[src/design/periph_pkg.sv]
package periph_pkg;

  typedef logic [17:0] led_t;
  typedef logic [31:0] hex_t;

  // segments g..a, a zero lights the segment
  typedef logic [6:0] seg_t;

  function automatic seg_t seg_encode(input logic [3:0] digit);
    seg_t seg;
    case (digit)
      4'h0: seg = 7'h40;
      4'h1: seg = 7'h79;
      4'h2: seg = 7'h24;
      4'h3: seg = 7'h30;
      4'h4: seg = 7'h19;
      4'h5: seg = 7'h12;
      4'h6: seg = 7'h02;
      4'h7: seg = 7'h78;
      4'h8: seg = 7'h00;
      4'h9: seg = 7'h10;
      4'ha: seg = 7'h08;
      4'hb: seg = 7'h03;
      4'hc: seg = 7'h46;
      4'hd: seg = 7'h21;
      4'he: seg = 7'h06;
      default: seg = 7'h0e;
    endcase
    return seg;
  endfunction

endpackage

[src/design/hex_display.sv]
`timescale 1ns/1ps

module hex_display
  import periph_pkg::*;
(
  input  hex_t hex_value,
  output seg_t hex0,
  output seg_t hex1,
  output seg_t hex2,
  output seg_t hex3,
  output seg_t hex4,
  output seg_t hex5,
  output seg_t hex6,
  output seg_t hex7
);

  // hex0 is the rightmost digit, least significant nibble
  assign hex0 = seg_encode(hex_value[3:0]);
  assign hex1 = seg_encode(hex_value[7:4]);
  assign hex2 = seg_encode(hex_value[11:8]);
  assign hex3 = seg_encode(hex_value[15:12]);
  assign hex4 = seg_encode(hex_value[19:16]);
  assign hex5 = seg_encode(hex_value[23:20]);
  assign hex6 = seg_encode(hex_value[27:24]);
  assign hex7 = seg_encode(hex_value[31:28]);

endmodule

[config.mk]
export PLATFORM = sky130hd
export DESIGN_NAME = hex_display
export DESIGN_NICKNAME = d
export VERILOG_FILES = /design/src/design/periph_pkg.sv /design/src/design/hex_display.sv
export SDC_FILE = /design/constraint.sdc
export NUM_CORES = 1
export LEC_CHECK = 0
export ABC_AREA = 1
export BUFFER_PORTS_ARGS = -buffer_cell sky130_fd_sc_hd__buf_2
export CORE_ASPECT_RATIO = 0.9
export CORE_UTILIZATION = 40
export DETAILED_ROUTE_END_ITERATION = 10
export PLACE_DENSITY = 0.68
export SLEW_MARGIN = 20
export SYNTH_ARGS = -nofsm -noshare
export SYNTH_HDL_FRONTEND = slang
export SYNTH_SLANG_ARGS = --single-unit
[constraint.sdc]
create_clock -name vclk -period 1.36
set_clock_uncertainty 0.2 [all_clocks]
set_input_delay 0.204 -clock vclk [all_inputs]
set_output_delay 0.204 -clock vclk [all_outputs]
set_load 0.02 [all_outputs]
==> results.yml <==
run_status:
  status: "complete, but fails checks"
  violations: "negative setup slack"
final_layout:
  drive_gt1_share_pct: 62.7
  nets: 600
  seqCellArea_sq_um: 0
  areaGrowthSynthToFinish_pct: 111
  final_cell_count_no_fill: 575
  num-clock-buffers: 0
  diodes: 0
  nFlopsAndLatches: 0
run:
  max-cap-violations: 0
floorplan:
  fp.coreArea_sq_um: 5010
  die_height_um: 71.6
  die_w_um: 79.4
  ios: 88
  start_util_pct: 43.0
  fp-row-count: 24
  die_area_sq_um: 5690
global_route:
  grt_pass1_vias: 2649
  grt_max_degree: 13
  antenna_found_initial: 0
  overflow: 0
  gr-usage-all-layers_pct: 23.3
  grt_pass1_wl_mm: 11.2
synthesis:
  synth.avg_cell_area_sq_um: 5.43
  yosysUniqueCellTypes: 13
  synth.most_common_cell: "nand2_1"
  netlist_instances: 397
  synth_common_cells: "nand2_1, nand3_1, ha_1, inv_1, nor2_1"
  synth_area_sq_um: 2160
  yosysSeqAreaShare_pct: 0
  syn_nets: 485
  synth_area_leader_cell: "ha_1"
  yosysWarnings: 0
  synth.area.top_cells: "ha_1, nand2_1, nand3_1"
  synthDominantCellAreaShare_pct: 32.5
sta:
  rsz0062_at_grt: "true"
  slew_headroom_pct: 84.8
  worst_slew_pin_slew_ps: 228
  fmax_mhz: 684
  slew_violations: 0
  setup_viol_count_final: 28
  fin_crit_sh_pct: 107
  period_needed_ps: 1460
  hold_viol_final: 0
  setup_slack_ps: -102
routing:
  dr.pass1.iters: 5
  vias: 3253
  drc_errors: 0
  wl_per_cell_um: 17.0
  ant_nets: 0
  avgViaCountPerCell: 5.66
  wl_mm: 9.77
  drt_iter0_markers: 210
setup_path:
  cp_top_family: "buffers and inverters"
  critPathRequiredTime_ps: 960
  crit_path_start: "hex_value[21]"
  slowest_stage: "ha_4"
  path_buf_inv: 3
  critPathMaxStageDelay_ps: 150
  worst_setup_path_start_kind: "input pin"
  worst-setup-path-type: "in2out"
  worst_ep_arrival_time_ps: 1060
  cp_max_fo: 4
  crit_chain: "buf_8, buf_6, ha_4, nand2_2, nand2_1, nand2_1, nand2_2, buf_6"
  end_kind: "primary output"
power:
  ir_worst_vdd_mv: 0.260
  p_leak_nw: 2.18
  power_density_nw_per_um2: 368
  total_power_mw: 1.67
hold_path:
  min_path_type: "in2out"
  hp-start: "hex_value[10]"
place:
  numPortBuffers: 88
  place_inst: 573
  gp_congestion: 0.908
  hpwl_mm: 4.56
## where the power goes
part	internal, mW	switching [mW]	leakage, nW
combinational	0.730	0.942	2.18
sequential	0	0	0
clock	0	0	0
## path summary, 6_finish.rpt
kind / end / slack, ps / cells after the start
min: hex2[6] / 590 / 4
max: hex5[3] / -100 / 8
## cell families (layout without fill, tap and decap cells)
group	count (synthesis)	in the layout	synth area share, %
adders and majority gates	56	56	32.5
buffers and inverters	67	180	13.9
AOI/OAI and AO/OA	23	23	5.34
and+or+nand+nor	251	251	48.3
## through the flow
stage | hold WS (ps) | util, % | TNS (ps) | instance area [sq um] | setup WS [ps]
floorplan | 353 | - | 0 | 2160 | 52.8
global placement | 575 | 56.8 | -4680 | 2850 | -146
detailed placement | 583 | 56.8 | -5340 | 2850 | -168
CTS | 583 | 72.1 | -272 | 3610 | -49.2
global route | 603 | 90.6 | -2220 | 4550 | -128
finish | 593 | 90.6 | -1100 | 4550 | -102
## per-layer routing
| metal | up-vias | global-route usage [%] | share of wire [%] |
|---|---|---|---|
| li1 | 1484 | - | - |
| met1 | 1494 | 28.3 | 37 |
| met2 | 221 | 46.1 | 52 |
| met3 | 54 | 1.02 | 6.6 |
| met4 | 0 | 2.63 | 4.5 |
| met5 | - | 0 | 0 |
## worst min-delay path, stage by stage
cell     delay, ps
buf_6          120
nand3_1         60
nand2_1         50
buf_4          150
## repair_timing
| action | 4_1_cts | 5_1_grt |
|---|---|---|
| pin swaps | 39 | 61 |
| hold buffers | 0 | 0 |
| setup endpoints to repair | 56 | 55 |
| gates resized for setup | 226 | 237 |
| buffers inserted | 0 | 2 |
## layout make-up
type / instances / area, sq um
multi-input cells: 330 / 2840
repair buffers: 125 / 1290
fillers: 211 / 469
inverters: 55 / 339
well taps: 65 / 81.3
## placed cells by master, fill, tap and decap left out, drive strengths merged
| cell type | n |
|---|---|
| nand3 | 68 |
| clkinvlp | 2 |
| clkinv | 1 |
| a21oi | 8 |
| inv | 52 |
| buf | 117 |
| ha | 56 |
| o21ai | 15 |
| nand3b | 1 |
| nor2 | 24 |
| nand2 | 158 |
| clkbuf | 8 |
Note: power is estimated with default switching activity, not from simulation.
