--- config.mk ---
export PLATFORM = sky130hd
export DESIGN_NAME = io_regs_flat
export DESIGN_NICKNAME = d
export VERILOG_FILES = /design/src/design/bus_pkg.sv /design/src/design/periph_pkg.sv /design/src/design/bus_if.sv /design/src/design/io_regs.sv /design/src/flat_wrapper.sv
export VERILOG_INCLUDE_DIRS = /design/src /design/src/include
export SDC_FILE = /design/constraint.sdc
export NUM_CORES = 1
export LEC_CHECK = 0
export BUFFER_PORTS_ARGS = -buffer_cell sky130_fd_sc_hd__clkbuf_2
export CORE_ASPECT_RATIO = 1.2
export CORE_UTILIZATION = 35
export DETAILED_ROUTE_END_ITERATION = 16
export PLACE_DENSITY_LB_ADDON = 0.12
export SLEW_MARGIN = 15
export SYNTH_ARGS = -nofsm -noshare
export SYNTH_HDL_FRONTEND = slang
export SYNTH_SLANG_ARGS = --single-unit
--- constraint.sdc ---
create_clock -name clock_50 -period 3.85 [get_ports clock_50]
set_input_delay 1.155 -clock clock_50 [delete_from_list [all_inputs] [get_ports clock_50]]
set_output_delay 1.155 -clock clock_50 [all_outputs]
set_load 0.02 [all_outputs]
--- src/include/soc_config.svh ---
`ifndef SOC_CONFIG_SVH
`define SOC_CONFIG_SVH

// bus and memory geometry
`define SOC_ADDR_W 32
`define SOC_DATA_W 32
`define SOC_RAM_WORDS 1024
`define SOC_ROM_WORDS 256

// region codes, taken from address bits 31..28
`define SOC_REGION_ROM_ALIAS 0
`define SOC_REGION_ROM 1
`define SOC_REGION_RAM 3
`define SOC_REGION_IO 4

// word offsets inside the io block
`define SOC_IO_LED 0
`define SOC_IO_HEX 1
`define SOC_IO_CTRL 2
`define SOC_IO_FAULTS 3

`endif

--- src/design/bus_pkg.sv ---
`include "soc_config.svh"

package bus_pkg;

  // byte address as issued by the master
  typedef logic [`SOC_ADDR_W-1:0] addr_t;

  typedef logic [`SOC_DATA_W-1:0] data_t;

  // one enable per byte lane
  typedef logic [`SOC_DATA_W/8-1:0] be_t;

  // top nibble of the address selects the target
  typedef logic [3:0] region_t;

  // boot image pattern: inverted index on top, index below
  function automatic data_t rom_word(input int unsigned index);
    logic [15:0] low;
    low = index[15:0];
    return {~low, low};
  endfunction

endpackage

--- src/design/periph_pkg.sv ---
package periph_pkg;

  typedef logic [17:0] led_t;
  typedef logic [31:0] hex_t;

  // segments g..a, a zero lights the segment
  typedef logic [6:0] seg_t;

  function automatic seg_t seg_encode(input logic [3:0] digit);
    seg_t seg;
    case (digit)
      4'h0: seg = 7'h40;
      4'h1: seg = 7'h79;
      4'h2: seg = 7'h24;
      4'h3: seg = 7'h30;
      4'h4: seg = 7'h19;
      4'h5: seg = 7'h12;
      4'h6: seg = 7'h02;
      4'h7: seg = 7'h78;
      4'h8: seg = 7'h00;
      4'h9: seg = 7'h10;
      4'ha: seg = 7'h08;
      4'hb: seg = 7'h03;
      4'hc: seg = 7'h46;
      4'hd: seg = 7'h21;
      4'he: seg = 7'h06;
      default: seg = 7'h0e;
    endcase
    return seg;
  endfunction

endpackage

--- src/design/bus_if.sv ---
`timescale 1ns/1ps

interface bus_if
  import bus_pkg::*;
();

  // single-cycle strobes, never both at once
  logic  read;
  logic  write;
  // word index inside the target, region bits already stripped
  addr_t addr;
  data_t wdata;
  be_t   be;
  // registered by the target one edge after the strobe
  data_t rdata;

  modport target (
    input  read, write, addr, wdata, be,
    output rdata
  );

  modport decoder (
    output read, write, addr, wdata, be,
    input  rdata
  );

endinterface

--- src/design/io_regs.sv ---
`timescale 1ns/1ps
`include "soc_config.svh"

module io_regs
  import bus_pkg::*;
  import periph_pkg::*;
(
  input  logic  clock_50,
  input  logic  rst_n,
  bus_if.target bus,
  input  logic  fault,
  output logic  map,
  output led_t  ledr,
  output hex_t  hex_value
);

  led_t  led_q;
  hex_t  hex_q;
  data_t ctrl_q;
  data_t fault_cnt;

  // replace only the enabled byte lanes of cur
  function automatic data_t apply_be(input data_t cur, input data_t nxt, input be_t be);
    data_t res;
    res = cur;
    for (int b = 0; b < $bits(be_t); b++) begin
      if (be[b]) begin
        res[8*b +: 8] = nxt[8*b +: 8];
      end
    end
    return res;
  endfunction

  always_ff @(posedge clock_50) begin
    if (!rst_n) begin
      led_q     <= '0;
      hex_q     <= '0;
      ctrl_q    <= '0;
      fault_cnt <= '0;
    end else begin
      if (bus.write) begin
        case (bus.addr)
          `SOC_IO_LED:  led_q  <= led_t'(apply_be(data_t'(led_q), bus.wdata, bus.be));
          `SOC_IO_HEX:  hex_q  <= hex_t'(apply_be(data_t'(hex_q), bus.wdata, bus.be));
          `SOC_IO_CTRL: ctrl_q <= apply_be(ctrl_q, bus.wdata, bus.be);
          // the fault counter is read only
          default: ;
        endcase
      end
      // holds at all ones instead of wrapping
      if (fault && (fault_cnt != '1)) begin
        fault_cnt <= fault_cnt + 1'b1;
      end
    end
  end

  always_ff @(posedge clock_50) begin
    if (bus.read) begin
      case (bus.addr)
        `SOC_IO_LED:    bus.rdata <= data_t'(led_q);
        `SOC_IO_HEX:    bus.rdata <= data_t'(hex_q);
        `SOC_IO_CTRL:   bus.rdata <= ctrl_q;
        `SOC_IO_FAULTS: bus.rdata <= fault_cnt;
        default:        bus.rdata <= '0;
      endcase
    end
  end

  assign map       = ctrl_q[0];
  assign ledr      = led_q;
  assign hex_value = hex_q;

endmodule

--- src/flat_wrapper.sv ---
// flat-port wrapper written by rule: the top's interface ports become plain ports
module io_regs_flat import bus_pkg::*; import periph_pkg::*;
  (clock_50, rst_n, fault, map, ledr, hex_value, bus_read, bus_write, bus_addr, bus_wdata, bus_be, bus_rdata);
  bus_if bus_i ();
  input  logic clock_50;
  input  logic rst_n;
  input  logic fault;
  output logic map;
  output led_t ledr;
  output hex_t hex_value;
  input wire logic [$bits(bus_i.read)-1:0] bus_read;
  input wire logic [$bits(bus_i.write)-1:0] bus_write;
  input wire logic [$bits(bus_i.addr)-1:0] bus_addr;
  input wire logic [$bits(bus_i.wdata)-1:0] bus_wdata;
  input wire logic [$bits(bus_i.be)-1:0] bus_be;
  output wire logic [$bits(bus_i.rdata)-1:0] bus_rdata;
  assign bus_i.read = bus_read;
  assign bus_i.write = bus_write;
  assign bus_i.addr = bus_addr;
  assign bus_i.wdata = bus_wdata;
  assign bus_i.be = bus_be;
  assign bus_rdata = bus_i.rdata;
  io_regs u_core (.clock_50(clock_50), .rst_n(rst_n), .bus(bus_i), .fault(fault), .map(map), .ledr(ledr), .hex_value(hex_value));
endmodule
==> results.json <==
{
  "critPathLaunchType": "input pin",
  "cellLeakagePower_uw": 0.00313,
  "max_freq_mhz": 336,
  "synthFlopType": "dfxtp_1",
  "synth.avg_cell_area_um2": 10.5,
  "yosys.area.top_type": "dfxtp_1",
  "dp_hpwl_um": 12600,
  "hold_class": "reg -> reg",
  "ys_ff_latch": 146,
  "antenna_found_initial": 0,
  "cts_made_buffers": 17,
  "wire_per_inst_um": 16.6,
  "cts.repair.resized": 0,
  "grt_setup_unrepaired": "false",
  "clk_pin_slew_ps": 60,
  "gr-total-overflow": 0,
  "cts-hold-fix-buffers": 0,
  "drv_cap": 0,
  "crit_required_ps": 4190,
  "cp-end-kind": "register",
  "synth-warning-count": 0,
  "hold_viol_final": 0,
  "grt_max_degree": 133,
  "synth.cell_area_mm2": 0.00674,
  "row_count": 55,
  "cts_setup_buffers": 0,
  "insertion_delay_ps": 410,
  "drtIter0Drc": 312,
  "via_per_inst": 5.13,
  "synthArstFlopShare_pct": 0,
  "setup_viol": 0,
  "area_growth_pct": 25.4,
  "cts_root_buf": "clkbuf_16",
  "finalWorstSetupSlack_ps": 874,
  "cts.sinks": 146,
  "arrival_ps": 3310,
  "post-place-ws_ps": 428,
  "status": "finished clean",
  "maxSlewHeadroom_pct": 24.6,
  "diodes": 0,
  "track_usage_pct": 18.4,
  "grt_pass1_wl_um": 28100,
  "finalCritPeriodShare_pct": 77.3,
  "port_buffers": 155,
  "synth_nets": 717,
  "die_h_um": 154,
  "ys_types": 44,
  "dpl_cell_area_mm2": 0.00782,
  "drive_above_1_share_pct": 30.7,
  "seq_area_frac_synth_pct": 48.1,
  "h-tree-depth": 4,
  "die_area_mm2": 0.0198,
  "synth-edff-count": 32,
  "io_pins": 156,
  "ir_drop_uv": 260,
  "synth_area_leaders": "dfxtp_1 (34%), edfxtp_1 (14%), mux2i_1 (12%)",
  "start_util_pct": 35.8,
  "cts_tree": "built",
  "worst_slew_pin_slew_ps": 1130,
  "worst-setup-path-type": "in -> reg",
  "grt_pass1_vias": 5339,
  "slew_violations": 0,
  "routed_wl_um": 17700,
  "gp_congestion": 0.766,
  "die_w_um": 129,
  "cts_max_path_buffers": 2,
  "drc": 0,
  "power_density_mw_per_mm2": 420,
  "coreArea_mm2": 0.0189,
  "postLayoutCellArea_mm2": 0.00846,
  "vias": 5466,
  "ant_nets": 0,
  "final_nets": 871,
  "synthCells": 643,
  "finalClockSkew_ps": 10.8,
  "path_max_fanout": 15,
  "yosysTopAreaCellShare_pct": 33.9,
  "first_pass_iters": 6,
  "fin_tns_setup_ps": 0,
  "period_minus_slack_ps": 2980
}
-- synth_stat cells (all sizes together) (2+ instances only) --
master and n:
nor4 18, buf 15, a21oi 15, o211ai 2
edfxtp 32, nor2 24, o21ai 12, clkbuf 20
nand4 12, o31a 2, mux2 14, and4 6
o21a 4, a22oi 14, nand2 138, nand3 13
nand2b 6, mux4 18, xor2 2, o41ai 3
nor3 12, or3 9, o311ai 3, and2 3
dfxtp 114, o31ai 5, or4 10, xnor2 4
mux2i 84, inv 5, nor2b 19
-- state kept, by name, summed over array words and instances (netlist names) --
register	flops
u_core.bus.rdata	32
u_core.ctrl_q	32
u_core.fault_cnt	32
u_core.hex_value	32
u_core.ledr	18
-- placed cells by master, fill, tap and decap left out, types with 3 or more instances in the layout --
master     instances
nor2b_1           19
nor2_1            24
o311ai_0           3
and2_1             3
a21oi_1           15
nor4_1            14
a22oi_1           14
nand2b_1           6
bufinv_16          4
nand2_1          138
xnor2_1            4
clkbuf_16         17
or3_1              9
edfxtp_1          32
o31ai_1            5
nor3_1             3
or4_1              9
o21ai_0           11
mux4_2            18
dfxtp_1          114
buf_4             15
and4_1             6
o41ai_1            3
o21a_1             4
mux2i_1           84
nor3_4             9
nand3_1           13
inv_1              5
mux2_2            14
nand4_1           11
clkbuf_2         154
-- final timing paths --
path,startpoint,to,slack [ps],depth (start not counted)
worst min register to register,u_core.ctrl_q[28],u_core.ctrl_q[28],460,2
worst max-delay path,bus_addr[4],u_core.ctrl_q[0],870,6
worst min-delay path,u_core.ctrl_q[28],u_core.ctrl_q[28],460,2
worst max register to register,u_core.fault_cnt[14],u_core.fault_cnt[29],1230,5
-- metal layers --
metal  part of all wire, %  vias up  GRT usage (%)
met3                   4.9       14           4.31
met4                   1.2        0           5.43
met1                    43     2633           22.0
met2                    51      146           32.5
li1                      -     2673              -
met5                     0        -              0
-- critical path, cell delays in order --
cell and delay [ps]:
clkbuf_2 80, or4_4 540, nor3_4 160, nand4_4 430, nor3_4 670, mux2i_1 250
-- stage by stage --
stage          total power (uW)  util, %  instances  hold WS, ps
3_3_place_gp               1800     41.5       1034          438
3_5_place_dp               1810     41.5       1034          448
4_1_cts                    3590     44.8       1066          459
2_1_floorplan              1720        -        643          432
6_report                   3550     44.8       1066          457
5_1_grt                    3680     44.8       1066          476
-- power breakdown --
group,internal [uW],switching [uW]
sequential,1580,7.82
clock,1120,654
combinational,61.9,123
-- cells by family (layout without fill, tap and decap cells) --
kind of cell	count (synthesis)	after routing	share of synthesized area, %
xor+xnor	6	6	0.780
flops	146	146	48.1
simple gates	271	271	21.5
buf+inv	40	207	2.45
fa+ha+maj	1	1	0.186
compound gates	63	63	6.16
mux	116	116	20.8
-- layout make-up --
type,count,area [um^2]
clock buffer,20,457
clock inverter,12,180
fill,1836,10400
inverter,5,18.8
multi-input combinational,457,3330
sequential,146,3240
tap,256,320
timing repair buffer,170,903
(Power assumes the default switching activity.)
