<file path="config.mk">
export PLATFORM = sky130hd
export DESIGN_NAME = address_decoder_flat
export DESIGN_NICKNAME = d
export VERILOG_FILES = /design/src/design/bus_pkg.sv /design/src/design/bus_if.sv /design/src/design/address_decoder.sv /design/src/flat_wrapper.sv
export VERILOG_INCLUDE_DIRS = /design/src /design/src/include
export SDC_FILE = /design/constraint.sdc
export NUM_CORES = 1
export LEC_CHECK = 0
export BUFFER_PORTS_ARGS = -buffer_cell sky130_fd_sc_hd__buf_2
export CAP_MARGIN = 20
export CORE_AREA = 3 3 162 164
export DETAILED_ROUTE_END_ITERATION = 16
export DIE_AREA = 0 0 165 167
export SKIP_CTS_REPAIR_TIMING = 1
export SYNTH_ARGS = -nofsm -noshare
export SYNTH_HDL_FRONTEND = slang
export SYNTH_SLANG_ARGS = --single-unit
export TNS_END_PERCENT = 30
</file>
<file path="constraint.sdc">
create_clock -name clock_50 -period 2.3 [get_ports clock_50]
set_clock_uncertainty 0.15 [all_clocks]
set_input_delay 0.23 -clock clock_50 [delete_from_list [all_inputs] [get_ports clock_50]]
set_output_delay 0.23 -clock clock_50 [all_outputs]
set_load 0.03 [all_outputs]
</file>
<file path="src/include/soc_config.svh">
`ifndef SOC_CONFIG_SVH
`define SOC_CONFIG_SVH

// bus and memory geometry
`define SOC_ADDR_W 32
`define SOC_DATA_W 32
`define SOC_RAM_WORDS 1024
`define SOC_ROM_WORDS 256

// region codes, taken from address bits 31..28
`define SOC_REGION_ROM_ALIAS 0
`define SOC_REGION_ROM 1
`define SOC_REGION_RAM 3
`define SOC_REGION_IO 4

// word offsets inside the io block
`define SOC_IO_LED 0
`define SOC_IO_HEX 1
`define SOC_IO_CTRL 2
`define SOC_IO_FAULTS 3

`endif

</file>
<file path="src/design/bus_pkg.sv">
`include "soc_config.svh"

package bus_pkg;

  // byte address as issued by the master
  typedef logic [`SOC_ADDR_W-1:0] addr_t;

  typedef logic [`SOC_DATA_W-1:0] data_t;

  // one enable per byte lane
  typedef logic [`SOC_DATA_W/8-1:0] be_t;

  // top nibble of the address selects the target
  typedef logic [3:0] region_t;

  // boot image pattern: inverted index on top, index below
  function automatic data_t rom_word(input int unsigned index);
    logic [15:0] low;
    low = index[15:0];
    return {~low, low};
  endfunction

endpackage

</file>
<file path="src/design/bus_if.sv">
`timescale 1ns/1ps

interface bus_if
  import bus_pkg::*;
();

  // single-cycle strobes, never both at once
  logic  read;
  logic  write;
  // word index inside the target, region bits already stripped
  addr_t addr;
  data_t wdata;
  be_t   be;
  // registered by the target one edge after the strobe
  data_t rdata;

  modport target (
    input  read, write, addr, wdata, be,
    output rdata
  );

  modport decoder (
    output read, write, addr, wdata, be,
    input  rdata
  );

endinterface

</file>
<file path="src/design/address_decoder.sv">
`timescale 1ns/1ps
`include "soc_config.svh"

module address_decoder
  import bus_pkg::*;
(
  input  logic   clock_50,
  input  logic   rst_n,
  input  logic   read,
  input  logic   write,
  input  addr_t  address,
  input  data_t  writedata,
  input  be_t    byteenable,
  input  logic   map,
  bus_if.decoder rom_bus,
  bus_if.decoder ram_bus,
  bus_if.decoder io_bus,
  output data_t  readdata,
  output logic   rvalid,
  output logic   fault
);

  region_t region;
  region_t target;
  logic    claimed;
  addr_t   word_addr;
  // stage 1: region of the read whose data the targets return next
  region_t sel_q;
  logic    rd_q;
  data_t   merged;

  assign region = address[`SOC_ADDR_W-1 -: 4];

  // region 0 aliases the ROM, or the RAM once the map bit is set
  always_comb begin
    target = region;
    if (region == `SOC_REGION_ROM_ALIAS) begin
      target = map ? region_t'(`SOC_REGION_RAM) : region_t'(`SOC_REGION_ROM);
    end
  end

  assign claimed = (target == `SOC_REGION_ROM) || (target == `SOC_REGION_RAM) ||
                   (target == `SOC_REGION_IO);

  assign word_addr = addr_t'(address[`SOC_ADDR_W-5:2]);

  // strobes go to the selected target only
  assign rom_bus.read  = read && (target == `SOC_REGION_ROM);
  assign rom_bus.write = write && (target == `SOC_REGION_ROM);
  assign ram_bus.read  = read && (target == `SOC_REGION_RAM);
  assign ram_bus.write = write && (target == `SOC_REGION_RAM);
  assign io_bus.read   = read && (target == `SOC_REGION_IO);
  assign io_bus.write  = write && (target == `SOC_REGION_IO);

  assign rom_bus.addr  = word_addr;
  assign ram_bus.addr  = word_addr;
  assign io_bus.addr   = word_addr;
  assign rom_bus.wdata = writedata;
  assign ram_bus.wdata = writedata;
  assign io_bus.wdata  = writedata;
  assign rom_bus.be    = byteenable;
  assign ram_bus.be    = byteenable;
  assign io_bus.be     = byteenable;

  // unclaimed reads fall through to zero
  always_comb begin
    case (sel_q)
      `SOC_REGION_ROM: merged = rom_bus.rdata;
      `SOC_REGION_RAM: merged = ram_bus.rdata;
      `SOC_REGION_IO:  merged = io_bus.rdata;
      default:         merged = '0;
    endcase
  end

  always_ff @(posedge clock_50) begin
    sel_q <= target;
    if (rd_q) begin
      readdata <= merged;
    end
  end

  always_ff @(posedge clock_50) begin
    if (!rst_n) begin
      rd_q   <= 1'b0;
      rvalid <= 1'b0;
      fault  <= 1'b0;
    end else begin
      rd_q   <= read;
      rvalid <= rd_q;
      fault  <= (read || write) && !claimed;
    end
  end

endmodule

</file>
<file path="src/flat_wrapper.sv">
// flat-port wrapper written by rule: the top's interface ports become plain ports
module address_decoder_flat import bus_pkg::*;
  (clock_50, rst_n, read, write, address, writedata, byteenable, map, readdata, rvalid, fault, rom_bus_read, rom_bus_write, rom_bus_addr, rom_bus_wdata, rom_bus_be, rom_bus_rdata, ram_bus_read, ram_bus_write, ram_bus_addr, ram_bus_wdata, ram_bus_be, ram_bus_rdata, io_bus_read, io_bus_write, io_bus_addr, io_bus_wdata, io_bus_be, io_bus_rdata);
  bus_if rom_bus_i ();
  bus_if ram_bus_i ();
  bus_if io_bus_i ();
  input  logic clock_50;
  input  logic rst_n;
  input  logic read;
  input  logic write;
  input  addr_t address;
  input  data_t writedata;
  input  be_t byteenable;
  input  logic map;
  output data_t readdata;
  output logic rvalid;
  output logic fault;
  output wire logic [$bits(rom_bus_i.read)-1:0] rom_bus_read;
  output wire logic [$bits(rom_bus_i.write)-1:0] rom_bus_write;
  output wire logic [$bits(rom_bus_i.addr)-1:0] rom_bus_addr;
  output wire logic [$bits(rom_bus_i.wdata)-1:0] rom_bus_wdata;
  output wire logic [$bits(rom_bus_i.be)-1:0] rom_bus_be;
  input wire logic [$bits(rom_bus_i.rdata)-1:0] rom_bus_rdata;
  output wire logic [$bits(ram_bus_i.read)-1:0] ram_bus_read;
  output wire logic [$bits(ram_bus_i.write)-1:0] ram_bus_write;
  output wire logic [$bits(ram_bus_i.addr)-1:0] ram_bus_addr;
  output wire logic [$bits(ram_bus_i.wdata)-1:0] ram_bus_wdata;
  output wire logic [$bits(ram_bus_i.be)-1:0] ram_bus_be;
  input wire logic [$bits(ram_bus_i.rdata)-1:0] ram_bus_rdata;
  output wire logic [$bits(io_bus_i.read)-1:0] io_bus_read;
  output wire logic [$bits(io_bus_i.write)-1:0] io_bus_write;
  output wire logic [$bits(io_bus_i.addr)-1:0] io_bus_addr;
  output wire logic [$bits(io_bus_i.wdata)-1:0] io_bus_wdata;
  output wire logic [$bits(io_bus_i.be)-1:0] io_bus_be;
  input wire logic [$bits(io_bus_i.rdata)-1:0] io_bus_rdata;
  assign rom_bus_read = rom_bus_i.read;
  assign rom_bus_write = rom_bus_i.write;
  assign rom_bus_addr = rom_bus_i.addr;
  assign rom_bus_wdata = rom_bus_i.wdata;
  assign rom_bus_be = rom_bus_i.be;
  assign rom_bus_i.rdata = rom_bus_rdata;
  assign ram_bus_read = ram_bus_i.read;
  assign ram_bus_write = ram_bus_i.write;
  assign ram_bus_addr = ram_bus_i.addr;
  assign ram_bus_wdata = ram_bus_i.wdata;
  assign ram_bus_be = ram_bus_i.be;
  assign ram_bus_i.rdata = ram_bus_rdata;
  assign io_bus_read = io_bus_i.read;
  assign io_bus_write = io_bus_i.write;
  assign io_bus_addr = io_bus_i.addr;
  assign io_bus_wdata = io_bus_i.wdata;
  assign io_bus_be = io_bus_i.be;
  assign io_bus_i.rdata = io_bus_rdata;
  address_decoder u_core (.clock_50(clock_50), .rst_n(rst_n), .read(read), .write(write), .address(address), .writedata(writedata), .byteenable(byteenable), .map(map), .rom_bus(rom_bus_i), .ram_bus(ram_bus_i), .io_bus(io_bus_i), .readdata(readdata), .rvalid(rvalid), .fault(fault));
endmodule
</file>
==> flow_summary.json <==
{
  "fmax_ghz": 0.5669,
  "start_util_pct": 14.15,
  "min_to": "u_core.sel_q[3]",
  "p_sw_share_pct": 23.32,
  "p_int_mw": 1.556,
  "min_period_ns": 1.764,
  "dieArea_sq_um": 27560,
  "p_sw_mw": 0.4733,
  "setup-violations-final": 0,
  "rows": 58,
  "ys_types": 25,
  "route.detailed.drc": 0,
  "seq_area_frac_synth_pct": 31.07,
  "stdcell_count": 629,
  "ir_drop_uv": 366.0,
  "cts_made_buffers": 5,
  "finalNetCount": 467,
  "crit_path_start_kind": "input pin",
  "power_mw": 2.029,
  "finalCritPeriodShare_pct": 76.70,
  "syn_avg_cell_area_sq_um": 10.33,
  "required_ns": 1.92,
  "overflow": 0,
  "routed_wl_mm": 10.02,
  "grt_pass1_wl_mm": 12.65,
  "drt_pass1_iterations": 4,
  "cp.arrival_ns": 1.38,
  "rsz0062_at_grt": "false",
  "setup_tns_ns": 0,
  "cts_buffer_depth": 2,
  "syn_area_sq_um": 3543,
  "nFillCells": 2839,
  "place_ws_ns": 0.5228,
  "p_leak_nw": 1.458,
  "power_frac_seq_pct": 39.9,
  "insertion_delay_ns": 0.27,
  "gp_congestion": 0.6738,
  "met3WireLength_mm": 2.319,
  "endpoint_kind": "output pin",
  "cap_violations": 0,
  "outcome": "completed",
  "wire_per_inst_um": 15.93,
  "worst-r2r-setup-slack_ns": 0.78,
  "critical_path_class": "input pin to output pin",
  "timing.rr.end": "u_core.readdata[15]",
  "diodes": 0,
  "timing.final.ws_setup_ns": 0.5359,
  "ys_warn_count": 0,
  "cts.root.buffer_cell": "clkbuf_16",
  "cp_max_fo": 6,
  "post-route-cell-area_sq_um": 3318,
  "hold_class": "input pin to flop",
  "grt_max_degree": 33,
  "r2r_start": "u_core.sel_q[0]",
  "wl_met1_mm": 2.371,
  "drv_slew": 0,
  "syn_inst": 343,
  "min_delay_path_depth": 1,
  "ys_ff_latch": 39,
  "antenna_found_initial": 0,
  "vias": 1946,
  "pwr-share-clk_pct": 43.2,
  "power_frac_comb_pct": 17.0,
  "dp.final_hpwl_mm": 8.638,
  "die_h_um": 167,
  "post_dp_cell_area_sq_um": 3129,
  "mostFrequentLayoutCell": "buf_2",
  "io_pins": 413,
  "drt_iter0_drc": 52,
  "htreeDepth": 2,
  "seq_area_sq_um": 1102,
  "multi_input_comb_area_sq_um": 839.6,
  "clkSinkCount": 39,
  "fp.coreArea_sq_um": 25040,
  "ant_nets": 0,
  "place_inst": 621,
  "die_w_um": 165,
  "wl_met2_mm": 4.800,
  "viasPerCell": 3.094,
  "worstHoldStart": "address[31]",
  "cts_tree": "done",
  "fin_hold_ws_ns": 0.01609,
  "numPortBuffers": 144,
  "area_delta_synth_final_pct": -6.356,
  "finalHoldViolCount": 0,
  "clk_pin_slew_ns": 0.05,
  "mostFrequentLayoutCells": "144 x buf_2, 32 x mux2i_1, 32 x o2bb2ai_1, 32 x edfxtp_1, 18 x conb_1",
  "reg2reg_depth": 3,
  "grt_pass1_vias": 1877,
  "highest_layer": "met4",
  "powerDensity_nw_per_um2": 611.6,
  "fin_util_pct": 13.25,
  "drive_above_1_share_pct": 54.52,
  "track_usage_pct": 6.443
}
how the worst max path moves through the flow:
stage          cells after the start            end        start  slack (ns)
6_report                           4   ram_bus_read  address[29]        0.54
5_1_grt                            4  ram_bus_write  address[29]        0.46
4_1_cts                            4   ram_bus_read  address[29]        0.52
3_5_place_dp                       4   ram_bus_read  address[29]        0.52
3_3_place_gp                       4   ram_bus_read  address[29]        0.55
2_1_floorplan                      2   ram_bus_read  address[29]        0.49
flip-flops by register name, summed over array words and instances, names as in the netlist:
signal,cells
u_core.rd_q,1
u_core.readdata,32
u_core.rvalid,1
u_core.sel_q,4
u_core.fault,1
routing by layer:
layer  global-route usage (%)  vias to the layer above
li1                         -                      850
met1                    3.786                      790
met2                    11.57                      254
met3                    5.970                       52
met4                    4.340                        0
met5                        0                        -
synthesized netlist by cell type, drive strengths merged:
cell type	number	area [sq um]
clkbuf	2	7.510
conb	1	3.750
nor3	1	5.000
and2	4	25.02
edfxtp	32	960.9
dfxtp	7	140.1
nor4b	2	32.53
a2111oi	2	30.03
or3b	2	20.02
inv	3	11.26
nand2	1	3.750
o221a	1	11.26
o2bb2ai	32	280.3
and3	2	12.51
buf	215	1648
or2	1	6.260
mux2	1	11.26
nand2b	1	6.260
o31ai	1	7.510
mux2i	32	320.3
power by group through the flow:
| stage | Combinational [mW] | Sequential (mW) | Clock, mW |
|---|---|---|---|
| 2_1_floorplan | 0.780 | 0.880 | 0 |
| 3_3_place_gp | 0.346 | 0.824 | 0 |
| 3_5_place_dp | 0.349 | 0.824 | 0 |
| 4_1_cts | 0.349 | 0.809 | 0.920 |
| 5_1_grt | 0.374 | 0.811 | 0.948 |
| 6_report | 0.344 | 0.809 | 0.877 |
critical path: stages:
cell       delay (ns)
buf_2            0.13
or3b_4           0.41
a2111oi_2        0.35
buf_2            0.25
final cells by class:
| cell class | instances | area share (%) |
|---|---|---|
| flip-flops and latches | 39 | 33.22 |
| multi-input cells | 101 | 25.30 |
| repair buffers | 148 | 23.00 |
| well taps | 330 | 12.44 |
| clock buffers | 6 | 3.884 |
| clock inverters | 2 | 1.810 |
| inverters | 3 | 0.3394 |
cells by family (layout without fill, tap and decap cells):
family,after synthesis,after routing,synth area share (%)
AOI/OAI and AO/OA,36,36,9.287
buffers and inverters,220,159,47.03
DFF,39,39,31.07
muxes,33,33,9.357
other,1,18,0.1058
and+or+nand+nor,14,14,3.142
No activity file was read; power rests on OpenSTA's default activity.
